===== src/logic/game_macros.svh =====
// Address widths, download region map and SDRAM relocation bases for the game ROM path
`ifndef GAME_MACROS_SVH
`define GAME_MACROS_SVH

// SDRAM word address and download byte address widths
`define GAME_SDRAM_AW 22
`define GAME_IOCTL_AW 25

// Download byte start addresses of each region
`define MAIN_START    25'h0000000
`define SND_START     25'h0028000
`define CHAR_START    25'h0080000
`define SCR_START     25'h0090000
`define OBJ_START     25'h00D0000
`define PROM_START    25'h0190000
`define ROM_END       25'h0190200   // Priority PROM ends here

// Relocated 16-bit word bases in SDRAM
`define SCR_SDRAM     22'h060000
`define OBJ_SDRAM     22'h080000

// Slot address widths
`define MAIN_SLOT_AW  18
`define SND_SLOT_AW   15
`define CHAR_SLOT_AW  16
`define OBJ_SLOT_AW   19

`endif

===== src/logic/game_rom_pkg.sv =====
// Shared types for the ROM download and SDRAM read path
package game_rom_pkg;

    // One 32-bit SDRAM read, seen as bytes by 8-bit clients or halves by 16-bit ones
    typedef union packed {
        logic [3:0][7:0]  bytes;    // Byte 0 in bits 7:0
        logic [1:0][15:0] halves;   // Half 0 in bits 15:0
    } sdram_word_t;

    // Download region of one ioctl byte
    typedef enum logic [2:0] {
        REG_CODE,
        REG_SCROLL,
        REG_OBJECT,
        REG_PROM,
        REG_NONE
    } region_t;

endpackage


===== src/logic/rom_req_if.sv =====
// Request channel between one ROM slot and the SDRAM read arbiter
`timescale 1ns/1ns
`include "game_macros.svh"

interface rom_req_if;

    logic                          req;    // Held until rdy
    logic [`GAME_SDRAM_AW-1:0]     addr;   // Even word address
    logic                          grant;  // Request accepted
    logic                          rdy;    // Word delivered
    game_rom_pkg::sdram_word_t     data;

    modport slot (
        output req,
        output addr,
        input  grant,
        input  rdy,
        input  data
    );

    modport arbiter (
        input  req,
        input  addr,
        output grant,
        output rdy,
        output data
    );

endinterface


===== src/logic/game_rom_top.sv =====
// Game ROM subsystem joining the download mapper, four cached slots and the SDRAM arbiter
`timescale 1ns/1ns
`include "game_macros.svh"

module game_rom_top (
    input  logic                      clk,
    input  logic                      rst_n,
    input  logic                      downloading,
    input  logic [`GAME_IOCTL_AW-1:0] ioctl_addr,
    input  logic [7:0]                ioctl_dout,
    input  logic                      ioctl_wr,
    output logic [`GAME_SDRAM_AW-1:0] prog_addr,
    output logic [7:0]                prog_data,
    output logic [1:0]                prog_mask,
    output logic                      prog_we,
    output logic                      prom_we,
    output logic                      sdram_req,
    output logic [`GAME_SDRAM_AW-1:0] sdram_addr,
    input  logic                      sdram_ack,
    input  logic                      data_rdy,
    input  logic [31:0]               data_read,
    input  logic                      main_cs,
    input  logic [`MAIN_SLOT_AW-1:0]  main_addr,
    output logic [7:0]                main_data,
    output logic                      main_ok,
    input  logic                      snd_cs,
    input  logic [`SND_SLOT_AW-1:0]   snd_addr,
    output logic [7:0]                snd_data,
    output logic                      snd_ok,
    input  logic                      char_cs,
    input  logic [`CHAR_SLOT_AW-1:0]  char_addr,
    output logic [7:0]                char_data,
    output logic                      char_ok,
    input  logic                      obj_cs,
    input  logic [`OBJ_SLOT_AW-1:0]   obj_addr,
    output logic [15:0]               obj_data,
    output logic                      obj_ok
);

    localparam int SAW = `GAME_SDRAM_AW;

    // Code regions sit at half their byte address
    localparam logic [SAW-1:0] MAIN_OFF = SAW'(`MAIN_START >> 1);
    localparam logic [SAW-1:0] SND_OFF  = SAW'(`SND_START >> 1);
    localparam logic [SAW-1:0] CHAR_OFF = SAW'(`CHAR_START >> 1);

    rom_req_if main_if ();
    rom_req_if snd_if ();
    rom_req_if char_if ();
    rom_req_if obj_if ();

    rom_loader u_loader (
        .clk         (clk),
        .rst_n       (rst_n),
        .downloading (downloading),
        .ioctl_addr  (ioctl_addr),
        .ioctl_dout  (ioctl_dout),
        .ioctl_wr    (ioctl_wr),
        .sdram_ack   (sdram_ack),
        .prog_addr   (prog_addr),
        .prog_data   (prog_data),
        .prog_mask   (prog_mask),
        .prog_we     (prog_we),
        .prom_we     (prom_we)
    );

    rom_slot #(.AW(`MAIN_SLOT_AW), .DW(8), .OFFSET(MAIN_OFF)) u_main (
        .clk   (clk),
        .rst_n (rst_n),
        .cs    (main_cs),
        .addr  (main_addr),
        .data  (main_data),
        .ok    (main_ok),
        .bus   (main_if.slot)
    );

    rom_slot #(.AW(`SND_SLOT_AW), .DW(8), .OFFSET(SND_OFF)) u_snd (
        .clk   (clk),
        .rst_n (rst_n),
        .cs    (snd_cs),
        .addr  (snd_addr),
        .data  (snd_data),
        .ok    (snd_ok),
        .bus   (snd_if.slot)
    );

    rom_slot #(.AW(`CHAR_SLOT_AW), .DW(8), .OFFSET(CHAR_OFF)) u_char (
        .clk   (clk),
        .rst_n (rst_n),
        .cs    (char_cs),
        .addr  (char_addr),
        .data  (char_data),
        .ok    (char_ok),
        .bus   (char_if.slot)
    );

    // Objects were relocated during the download
    rom_slot #(.AW(`OBJ_SLOT_AW), .DW(16), .OFFSET(`OBJ_SDRAM)) u_obj (
        .clk   (clk),
        .rst_n (rst_n),
        .cs    (obj_cs),
        .addr  (obj_addr),
        .data  (obj_data),
        .ok    (obj_ok),
        .bus   (obj_if.slot)
    );

    rom_arbiter u_arbiter (
        .clk         (clk),
        .rst_n       (rst_n),
        .downloading (downloading),
        .main_bus    (main_if.arbiter),
        .snd_bus     (snd_if.arbiter),
        .char_bus    (char_if.arbiter),
        .obj_bus     (obj_if.arbiter),
        .sdram_req   (sdram_req),
        .sdram_addr  (sdram_addr),
        .sdram_ack   (sdram_ack),
        .data_rdy    (data_rdy),
        .data_read   (data_read)
    );

endmodule


===== src/logic/rom_arbiter.sv =====
// Fixed-priority arbiter sharing one SDRAM read port among four ROM slots
`timescale 1ns/1ns
`include "game_macros.svh"

module rom_arbiter (
    input  logic                      clk,
    input  logic                      rst_n,
    input  logic                      downloading,
    rom_req_if.arbiter                main_bus,
    rom_req_if.arbiter                snd_bus,
    rom_req_if.arbiter                char_bus,
    rom_req_if.arbiter                obj_bus,
    output logic                      sdram_req,
    output logic [`GAME_SDRAM_AW-1:0] sdram_addr,
    input  logic                      sdram_ack,
    input  logic                      data_rdy,
    input  logic [31:0]               data_read
);

    logic [3:0]                req_vec;
    logic [1:0]                win_sel;
    logic [`GAME_SDRAM_AW-1:0] win_addr;
    logic [1:0]                cur_sel;     // Slot owning the read in flight
    logic                      busy;
    logic                      accept;
    logic                      done;
    logic [3:0]                grant_vec;
    logic [3:0]                rdy_vec;
    game_rom_pkg::sdram_word_t rd_word;

    assign req_vec = {obj_bus.req, char_bus.req, snd_bus.req, main_bus.req};

    // Main first, objects last
    always_comb begin
        if (main_bus.req) begin
            win_sel  = 2'd0;
            win_addr = main_bus.addr;
        end else if (snd_bus.req) begin
            win_sel  = 2'd1;
            win_addr = snd_bus.addr;
        end else if (char_bus.req) begin
            win_sel  = 2'd2;
            win_addr = char_bus.addr;
        end else begin
            win_sel  = 2'd3;
            win_addr = obj_bus.addr;
        end
    end

    assign accept = !busy && !downloading && |req_vec;
    assign done   = busy && !sdram_req && data_rdy;  // Data only after the ack

    always_ff @(posedge clk) begin
        if (!rst_n) begin
            busy      <= 1'b0;
            sdram_req <= 1'b0;
            grant_vec <= '0;
        end else begin
            grant_vec <= '0;
            if (accept) begin
                busy               <= 1'b1;
                sdram_req          <= 1'b1;
                grant_vec[win_sel] <= 1'b1;
            end else begin
                if (sdram_req && sdram_ack) begin
                    sdram_req <= 1'b0;
                end
                if (done) begin
                    busy <= 1'b0;
                end
            end
        end
    end

    always_ff @(posedge clk) begin
        if (accept) begin
            cur_sel    <= win_sel;
            sdram_addr <= win_addr;
        end
    end

    assign rdy_vec = done ? (4'b0001 << cur_sel) : 4'b0000;
    assign rd_word = data_read;

    assign main_bus.grant = grant_vec[0];
    assign snd_bus.grant  = grant_vec[1];
    assign char_bus.grant = grant_vec[2];
    assign obj_bus.grant  = grant_vec[3];

    assign main_bus.rdy   = rdy_vec[0];
    assign snd_bus.rdy    = rdy_vec[1];
    assign char_bus.rdy   = rdy_vec[2];
    assign obj_bus.rdy    = rdy_vec[3];

    // Read word goes only to the owner
    assign main_bus.data  = (cur_sel == 2'd0) ? rd_word : '0;
    assign snd_bus.data   = (cur_sel == 2'd1) ? rd_word : '0;
    assign char_bus.data  = (cur_sel == 2'd2) ? rd_word : '0;
    assign obj_bus.data   = (cur_sel == 2'd3) ? rd_word : '0;

endmodule


===== src/logic/rom_slot.sv =====
// Cached ROM client fetching one 32-bit SDRAM word per miss
`timescale 1ns/1ns
`include "game_macros.svh"

module rom_slot #(
    parameter int                        AW     = 18,
    parameter int                        DW     = 8,
    parameter logic [`GAME_SDRAM_AW-1:0] OFFSET = '0
) (
    input  logic          clk,
    input  logic          rst_n,
    input  logic          cs,
    input  logic [AW-1:0] addr,
    output logic [DW-1:0] data,
    output logic          ok,
    rom_req_if.slot       bus
);

    localparam int SAW = `GAME_SDRAM_AW;
    localparam int WSH = (DW == 8) ? 2 : 1;  // Address bits within one cached word

    game_rom_pkg::sdram_word_t cache;
    logic [SAW-1:0]            cache_addr;   // Tag
    logic                      cache_valid;
    logic                      in_flight;    // Granted, waiting for rdy
    logic [SAW-1:0]            addr_ext;
    logic [SAW-1:0]            need_addr;
    logic                      hit;
    logic                      start_req;
    logic                      fill;
    logic [DW-1:0]             sel_data;

    assign addr_ext  = SAW'(addr);
    assign need_addr = OFFSET + ((addr_ext >> WSH) << 1);  // Even word
    assign hit       = cache_valid && (cache_addr == need_addr);
    assign start_req = cs && !hit && !bus.req;
    assign fill      = bus.rdy && in_flight;

    generate
        if (DW == 8) begin : g_byte
            assign sel_data = cache.bytes[addr[1:0]];
        end else begin : g_half
            assign sel_data = cache.halves[addr[0]];
        end
    endgenerate

    always_ff @(posedge clk) begin
        if (!rst_n) begin
            bus.req     <= 1'b0;
            in_flight   <= 1'b0;
            cache_valid <= 1'b0;
            ok          <= 1'b0;
        end else begin
            ok <= cs && hit;
            if (bus.grant) begin
                in_flight <= 1'b1;
            end
            if (fill) begin
                bus.req     <= 1'b0;
                in_flight   <= 1'b0;
                cache_valid <= 1'b1;
            end else if (start_req) begin
                bus.req <= 1'b1;
            end
        end
    end

    // Address is frozen while the request is pending
    always_ff @(posedge clk) begin
        if (start_req) begin
            bus.addr <= need_addr;
        end
        if (fill) begin
            cache      <= bus.data;
            cache_addr <= bus.addr;
        end
        data <= sel_data;
    end

endmodule


===== src/logic/rom_loader.sv =====
// Download mapper turning ioctl bytes into SDRAM programming writes and PROM strobes
`timescale 1ns/1ns
`include "game_macros.svh"

module rom_loader (
    input  logic                      clk,
    input  logic                      rst_n,
    input  logic                      downloading,
    input  logic [`GAME_IOCTL_AW-1:0] ioctl_addr,
    input  logic [7:0]                ioctl_dout,
    input  logic                      ioctl_wr,
    input  logic                      sdram_ack,
    output logic [`GAME_SDRAM_AW-1:0] prog_addr,
    output logic [7:0]                prog_data,
    output logic [1:0]                prog_mask,
    output logic                      prog_we,
    output logic                      prom_we
);

    game_rom_pkg::region_t     region;
    logic [`GAME_IOCTL_AW-1:0] region_base;  // First byte of the region
    logic [`GAME_SDRAM_AW-1:0] sdram_base;   // Word base after relocation
    logic [`GAME_IOCTL_AW-1:0] rel_addr;
    logic                      wr_en;

    always_comb begin
        if (ioctl_addr < `SCR_START) begin
            region      = game_rom_pkg::REG_CODE;   // Main, sound and char stay in place
            region_base = `MAIN_START;
            sdram_base  = '0;
        end else if (ioctl_addr < `OBJ_START) begin
            region      = game_rom_pkg::REG_SCROLL;
            region_base = `SCR_START;
            sdram_base  = `SCR_SDRAM;
        end else if (ioctl_addr < `PROM_START) begin
            region      = game_rom_pkg::REG_OBJECT;
            region_base = `OBJ_START;
            sdram_base  = `OBJ_SDRAM;
        end else if (ioctl_addr < `ROM_END) begin
            region      = game_rom_pkg::REG_PROM;
            region_base = `PROM_START;
            sdram_base  = '0;
        end else begin
            region      = game_rom_pkg::REG_NONE;
            region_base = `ROM_END;
            sdram_base  = '0;
        end
    end

    assign rel_addr = ioctl_addr - region_base;
    assign wr_en    = downloading && ioctl_wr;

    always_ff @(posedge clk) begin
        if (!rst_n) begin
            prog_we <= 1'b0;
            prom_we <= 1'b0;
        end else begin
            prom_we <= 1'b0;   // Single cycle strobe
            if (prog_we && sdram_ack) begin
                prog_we <= 1'b0;
            end
            if (wr_en) begin
                case (region)
                    game_rom_pkg::REG_CODE,
                    game_rom_pkg::REG_SCROLL,
                    game_rom_pkg::REG_OBJECT: prog_we <= 1'b1;
                    game_rom_pkg::REG_PROM:   prom_we <= 1'b1;
                    default:                  ;
                endcase
            end
        end
    end

    always_ff @(posedge clk) begin
        if (wr_en && region != game_rom_pkg::REG_NONE) begin
            prog_data <= ioctl_dout;
            prog_mask <= {~ioctl_addr[0], ioctl_addr[0]};  // Low on the byte written
            if (region == game_rom_pkg::REG_PROM) begin
                prog_addr <= rel_addr[`GAME_SDRAM_AW-1:0];  // PROM offset
            end else begin
                prog_addr <= rel_addr[`GAME_SDRAM_AW:1] + sdram_base;
            end
        end
    end

endmodule


===== config.mk =====
export PLATFORM = sky130hd
export DESIGN_NAME = game_rom_top
export DESIGN_NICKNAME = d
export VERILOG_FILES = /design/src/logic/game_rom_pkg.sv /design/src/logic/rom_req_if.sv /design/src/logic/game_rom_top.sv /design/src/logic/rom_arbiter.sv /design/src/logic/rom_slot.sv /design/src/logic/rom_loader.sv
export VERILOG_INCLUDE_DIRS = /design/src /design/src/logic
export SDC_FILE = /design/constraint.sdc
export NUM_CORES = 1
export LEC_CHECK = 0
export ABC_AREA = 0
export CAP_MARGIN = 20
export CORE_ASPECT_RATIO = 1.5
export CORE_MARGIN = 2
export CORE_UTILIZATION = 60
export CTS_CLUSTER_DIAMETER = 60
export DETAILED_ROUTE_END_ITERATION = 8
export DONT_BUFFER_PORTS = 1
export PLACE_DENSITY = 0.85
export SLEW_MARGIN = 15
export SYNTH_ARGS = -nofsm -noshare
export SYNTH_HDL_FRONTEND = slang
export SYNTH_HIERARCHICAL = 1
export SYNTH_SLANG_ARGS = --single-unit

===== constraint.sdc =====
create_clock -name clk -period 8.3 [get_ports clk]
set_clock_uncertainty 0.05 [all_clocks]
set_input_delay 0.415 -clock clk [delete_from_list [all_inputs] [get_ports clk]]
set_output_delay 0.415 -clock clk [all_outputs]
set_load 0.005 [all_outputs]

==> reports/summary.json <==
{
  "status": "finished clean",
  "critPathKind": "primary input to flop",
  "vdd_ir_drop_max_mv": 0.246,
  "whs_ps": 23.1,
  "die_height_um": 200,
  "critPathArrivalTime_ps": 3670,
  "cts.clk_slew.worst_paths_ps": 60,
  "cts_tree": "done",
  "hp-class": "primary input to flop",
  "synth_edf_count": 306,
  "critical_path.top_delay_family": "compound AO/OA/AOI/OAI gates",
  "start_util_pct": 61.0,
  "grt_use_total_pct": 26.9,
  "min_period_ps": 3490,
  "core_area_um2": 25100,
  "syn_area_per_cell_um2": 15.4,
  "grt_first_pass_wirelength_um": 52900,
  "buf_inv_stages_crit_path": 0,
  "fin_ws_ps": 4810,
  "buffer_ports.inserted": 0,
  "fin_nets": 1227,
  "first_pass_iters": 5,
  "num_vias": 8523,
  "p_total_mw": 3.92,
  "switching_share_pct": 21.5,
  "p_seq_share_pct": 53.5,
  "number_of_global_route_vias_before_repair": 8794,
  "clock-sinks": 370,
  "synthesis.yosys.warnings": 6,
  "mapped_cell_area_um2": 15300,
  "max_cap_viol_count": 0,
  "grt_setup_unrepaired": "no",
  "cts-root-to-sink-buffers": 3,
  "totalNegativeSetupSlack_ps": 0,
  "drc_errors": 0,
  "cp_cell_sequence": "o31a_1 > nand2_1 > o21ai_0 > ha_1 > or4b_1 > o41ai_1 > nand2_1 > xor2_1 > ha_1 > fa_1 > a21oi_1 > a21o_1 > a221oi_1",
  "timing_max_transition_violations_final": 0,
  "p_leak_nw": 6.01,
  "finalSetupViolations": 0,
  "drt_iter0_drc": 634,
  "cts-root-buf": "sky130_fd_sc_hd__clkbuf_16",
  "grt_remaining_overflow": 0,
  "final_layout_size_suffix_gt1_share_pct": 13.4,
  "timing.critical_path.from_type": "primary input",
  "post-route-period-util_pct": 42.1,
  "worst_slew_pin_slew_ps": 1120,
  "clkLatencyLatePin_ps": 540,
  "worstSetupEndpointType": "flop",
  "ant_nets": 0,
  "post-cts-setup-buffers": 0,
  "power_density_nw_per_um2": 225,
  "critical-path-slowest-cell": "sky130_fd_sc_hd__or4b_1",
  "place.detailed.hpwl_um": 22800,
  "die_area_um2": 26800,
  "initial_antenna_violation_count": 1,
  "p_clk_share_pct": 40.4,
  "globalplace.congestion": 0.806,
  "worst_slew_margin_rel_pct": 25.0,
  "via_cell_ratio": 5.97,
  "synth_flop_cell": "sky130_fd_sc_hd__edfxtp_1",
  "p_sw_mw": 0.845,
  "synthesis.instances": 994,
  "combinationalPowerShare_pct": 6.1,
  "die_x_um": 134,
  "cp_data_required_time_ps": 8480,
  "ys_async_sr_fraction_pct": 0,
  "hold_viol_final": 0,
  "ioPinCount": 244,
  "placementRows": 71,
  "mostFrequentLayoutCell": "sky130_fd_sc_hd__edfxtp_1",
  "most-common-layout-cells": "306 x sky130_fd_sc_hd__edfxtp_1, 96 x sky130_fd_sc_hd__and2_1, 82 x sky130_fd_sc_hd__dlygate4sd3_1",
  "ctsHtreeMaxLevel": 2,
  "cp_max_fo": 5,
  "area_delta_synth_final_pct": 13.9,
  "wirelength_um": 36100,
  "fmax_ghz": 0.286,
  "place_worst_setup_slack_ps": 4350,
  "internal_power_consumption_mw": 3.08,
  "synth_sequential_area_ratio_pct": 68.5,
  "maximum_number_of_pins_on_one_net_before_global_route_repair": 55,
  "synth.distinct_cells": 65,
  "synth_seq_cells": 370,
  "cp_slowest_stage_delay_ps": 520,
  "cts_inserted_buffers": 34,
  "wire_per_inst_um": 25.3
}
synthesized netlist by cell type, types with 13 or more instances:
cell type,number,share of area [%]
sky130_fd_sc_hd__edfxtp_1,306,60
sky130_fd_sc_hd__and2_1,98,4.0
sky130_fd_sc_hd__xnor2_1,69,4.0
sky130_fd_sc_hd__dfxtp_1,64,8.4
sky130_fd_sc_hd__and3_1,36,1.5
sky130_fd_sc_hd__nand2_1,35,0.86
sky130_fd_sc_hd__buf_4,31,1.5
sky130_fd_sc_hd__mux2i_1,27,1.8
sky130_fd_sc_hd__mux4_2,24,3.5
sky130_fd_sc_hd__nor2b_1,23,0.94
sky130_fd_sc_hd__nor3b_1,23,1.1
sky130_fd_sc_hd__nor2_1,22,0.54
sky130_fd_sc_hd__a21oi_1,21,0.69
sky130_fd_sc_hd__a211oi_2,19,1.6
sky130_fd_sc_hd__mux2_2,17,1.3
sky130_fd_sc_hd__buf_2,15,0.49
sky130_fd_sc_hd__clkbuf_1,14,0.34
sky130_fd_sc_hd__nand4_1,13,0.53
routing by layer:
metal  vias to the layer above  track usage (%)  wire (um)
met5                         -                0          0
met4                         0             14.9       1890
met3                        82             7.26       3080
met2                       429             48.5      19400
met1                      4247             28.3      11700
li1                       3765                -          -
sequential cells by signal (all words and copies together), names as in the netlist, 18 cells and up:
name,count
u_loader/prog_addr,22
u_snd/cache,32
u_obj/cache_addr,18
u_char/cache,32
u_main/cache,32
u_obj/bus.addr,18
u_arbiter/sdram_addr,22
u_obj/cache,32
layout make-up:
| cell class | count | area, um^2 |
|---|---|---|
| flip-flops and latches | 370 | 10500 |
| fillers | 1541 | 7630 |
| inverters | 12 | 46.3 |
| repair buffers | 94 | 948 |
| clock buffers | 44 | 930 |
| clock inverters | 18 | 190 |
| multi-input cells | 560 | 4420 |
| well taps | 328 | 410 |
| diodes | 1 | 2.50 |
per-stage QoR:
stage	cell area [um^2]	cells	utilization, %
final	17400	1427	69.5
after global routing	17400	1427	69.5
after CTS	17300	1423	69.3
after detailed placement	15400	1279	61.5
after global placement	15400	1279	61.5
after floorplan	15400	1014	-
power by group through the flow:
stage | Combinational (mW) | Clock [mW] | Sequential [mW]
2_1_floorplan | 0.181 | 0 | 2.12
6_report | 0.240 | 1.58 | 2.10
3_3_place_gp | 0.190 | 0 | 2.14
3_5_place_dp | 0.197 | 0 | 2.14
4_1_cts | 0.235 | 1.60 | 2.10
5_1_grt | 0.259 | 1.68 | 2.10
logic make-up (layout without fill, tap and decap cells):
kind of cell / after synthesis / in the layout / synth area share [%]
DFF: 370 / 370 / 68.5
buffers and inverters: 84 / 168 / 3.23
muxes: 69 / 69 / 6.63
adders and majority gates: 12 / 12 / 1.03
xor gates and xnor gates: 74 / 74 / 4.24
and+or+nand+nor: 305 / 305 / 12.3
AOI/OAI and AO/OA: 73 / 73 / 3.96
other: 7 / 28 / 0.172
worst paths after layout:
path	start	to	slack (ps)	depth (start not counted)
max	ioctl_addr[18]	u_loader/prog_addr[21]$_DFFE_PP_	4810	13
min	snd_addr[1]	u_snd/data[0]$_DFF_P_	20	1
max reg2reg	u_arbiter/cur_sel[0]$_DFFE_PP_	u_obj/cache[26]$_DFFE_PP_	6000	5
min reg2reg	u_snd/bus.addr[2]$_DFFE_PP_	u_snd/cache_addr[2]$_DFFE_PP_	400	0
timing repair:
item	4_1_cts	5_1_grt
hold endpoints to repair	109	0
hold buffers	82	0
gates resized for setup	0	0
No activity file was read; power rests on OpenSTA's default activity.
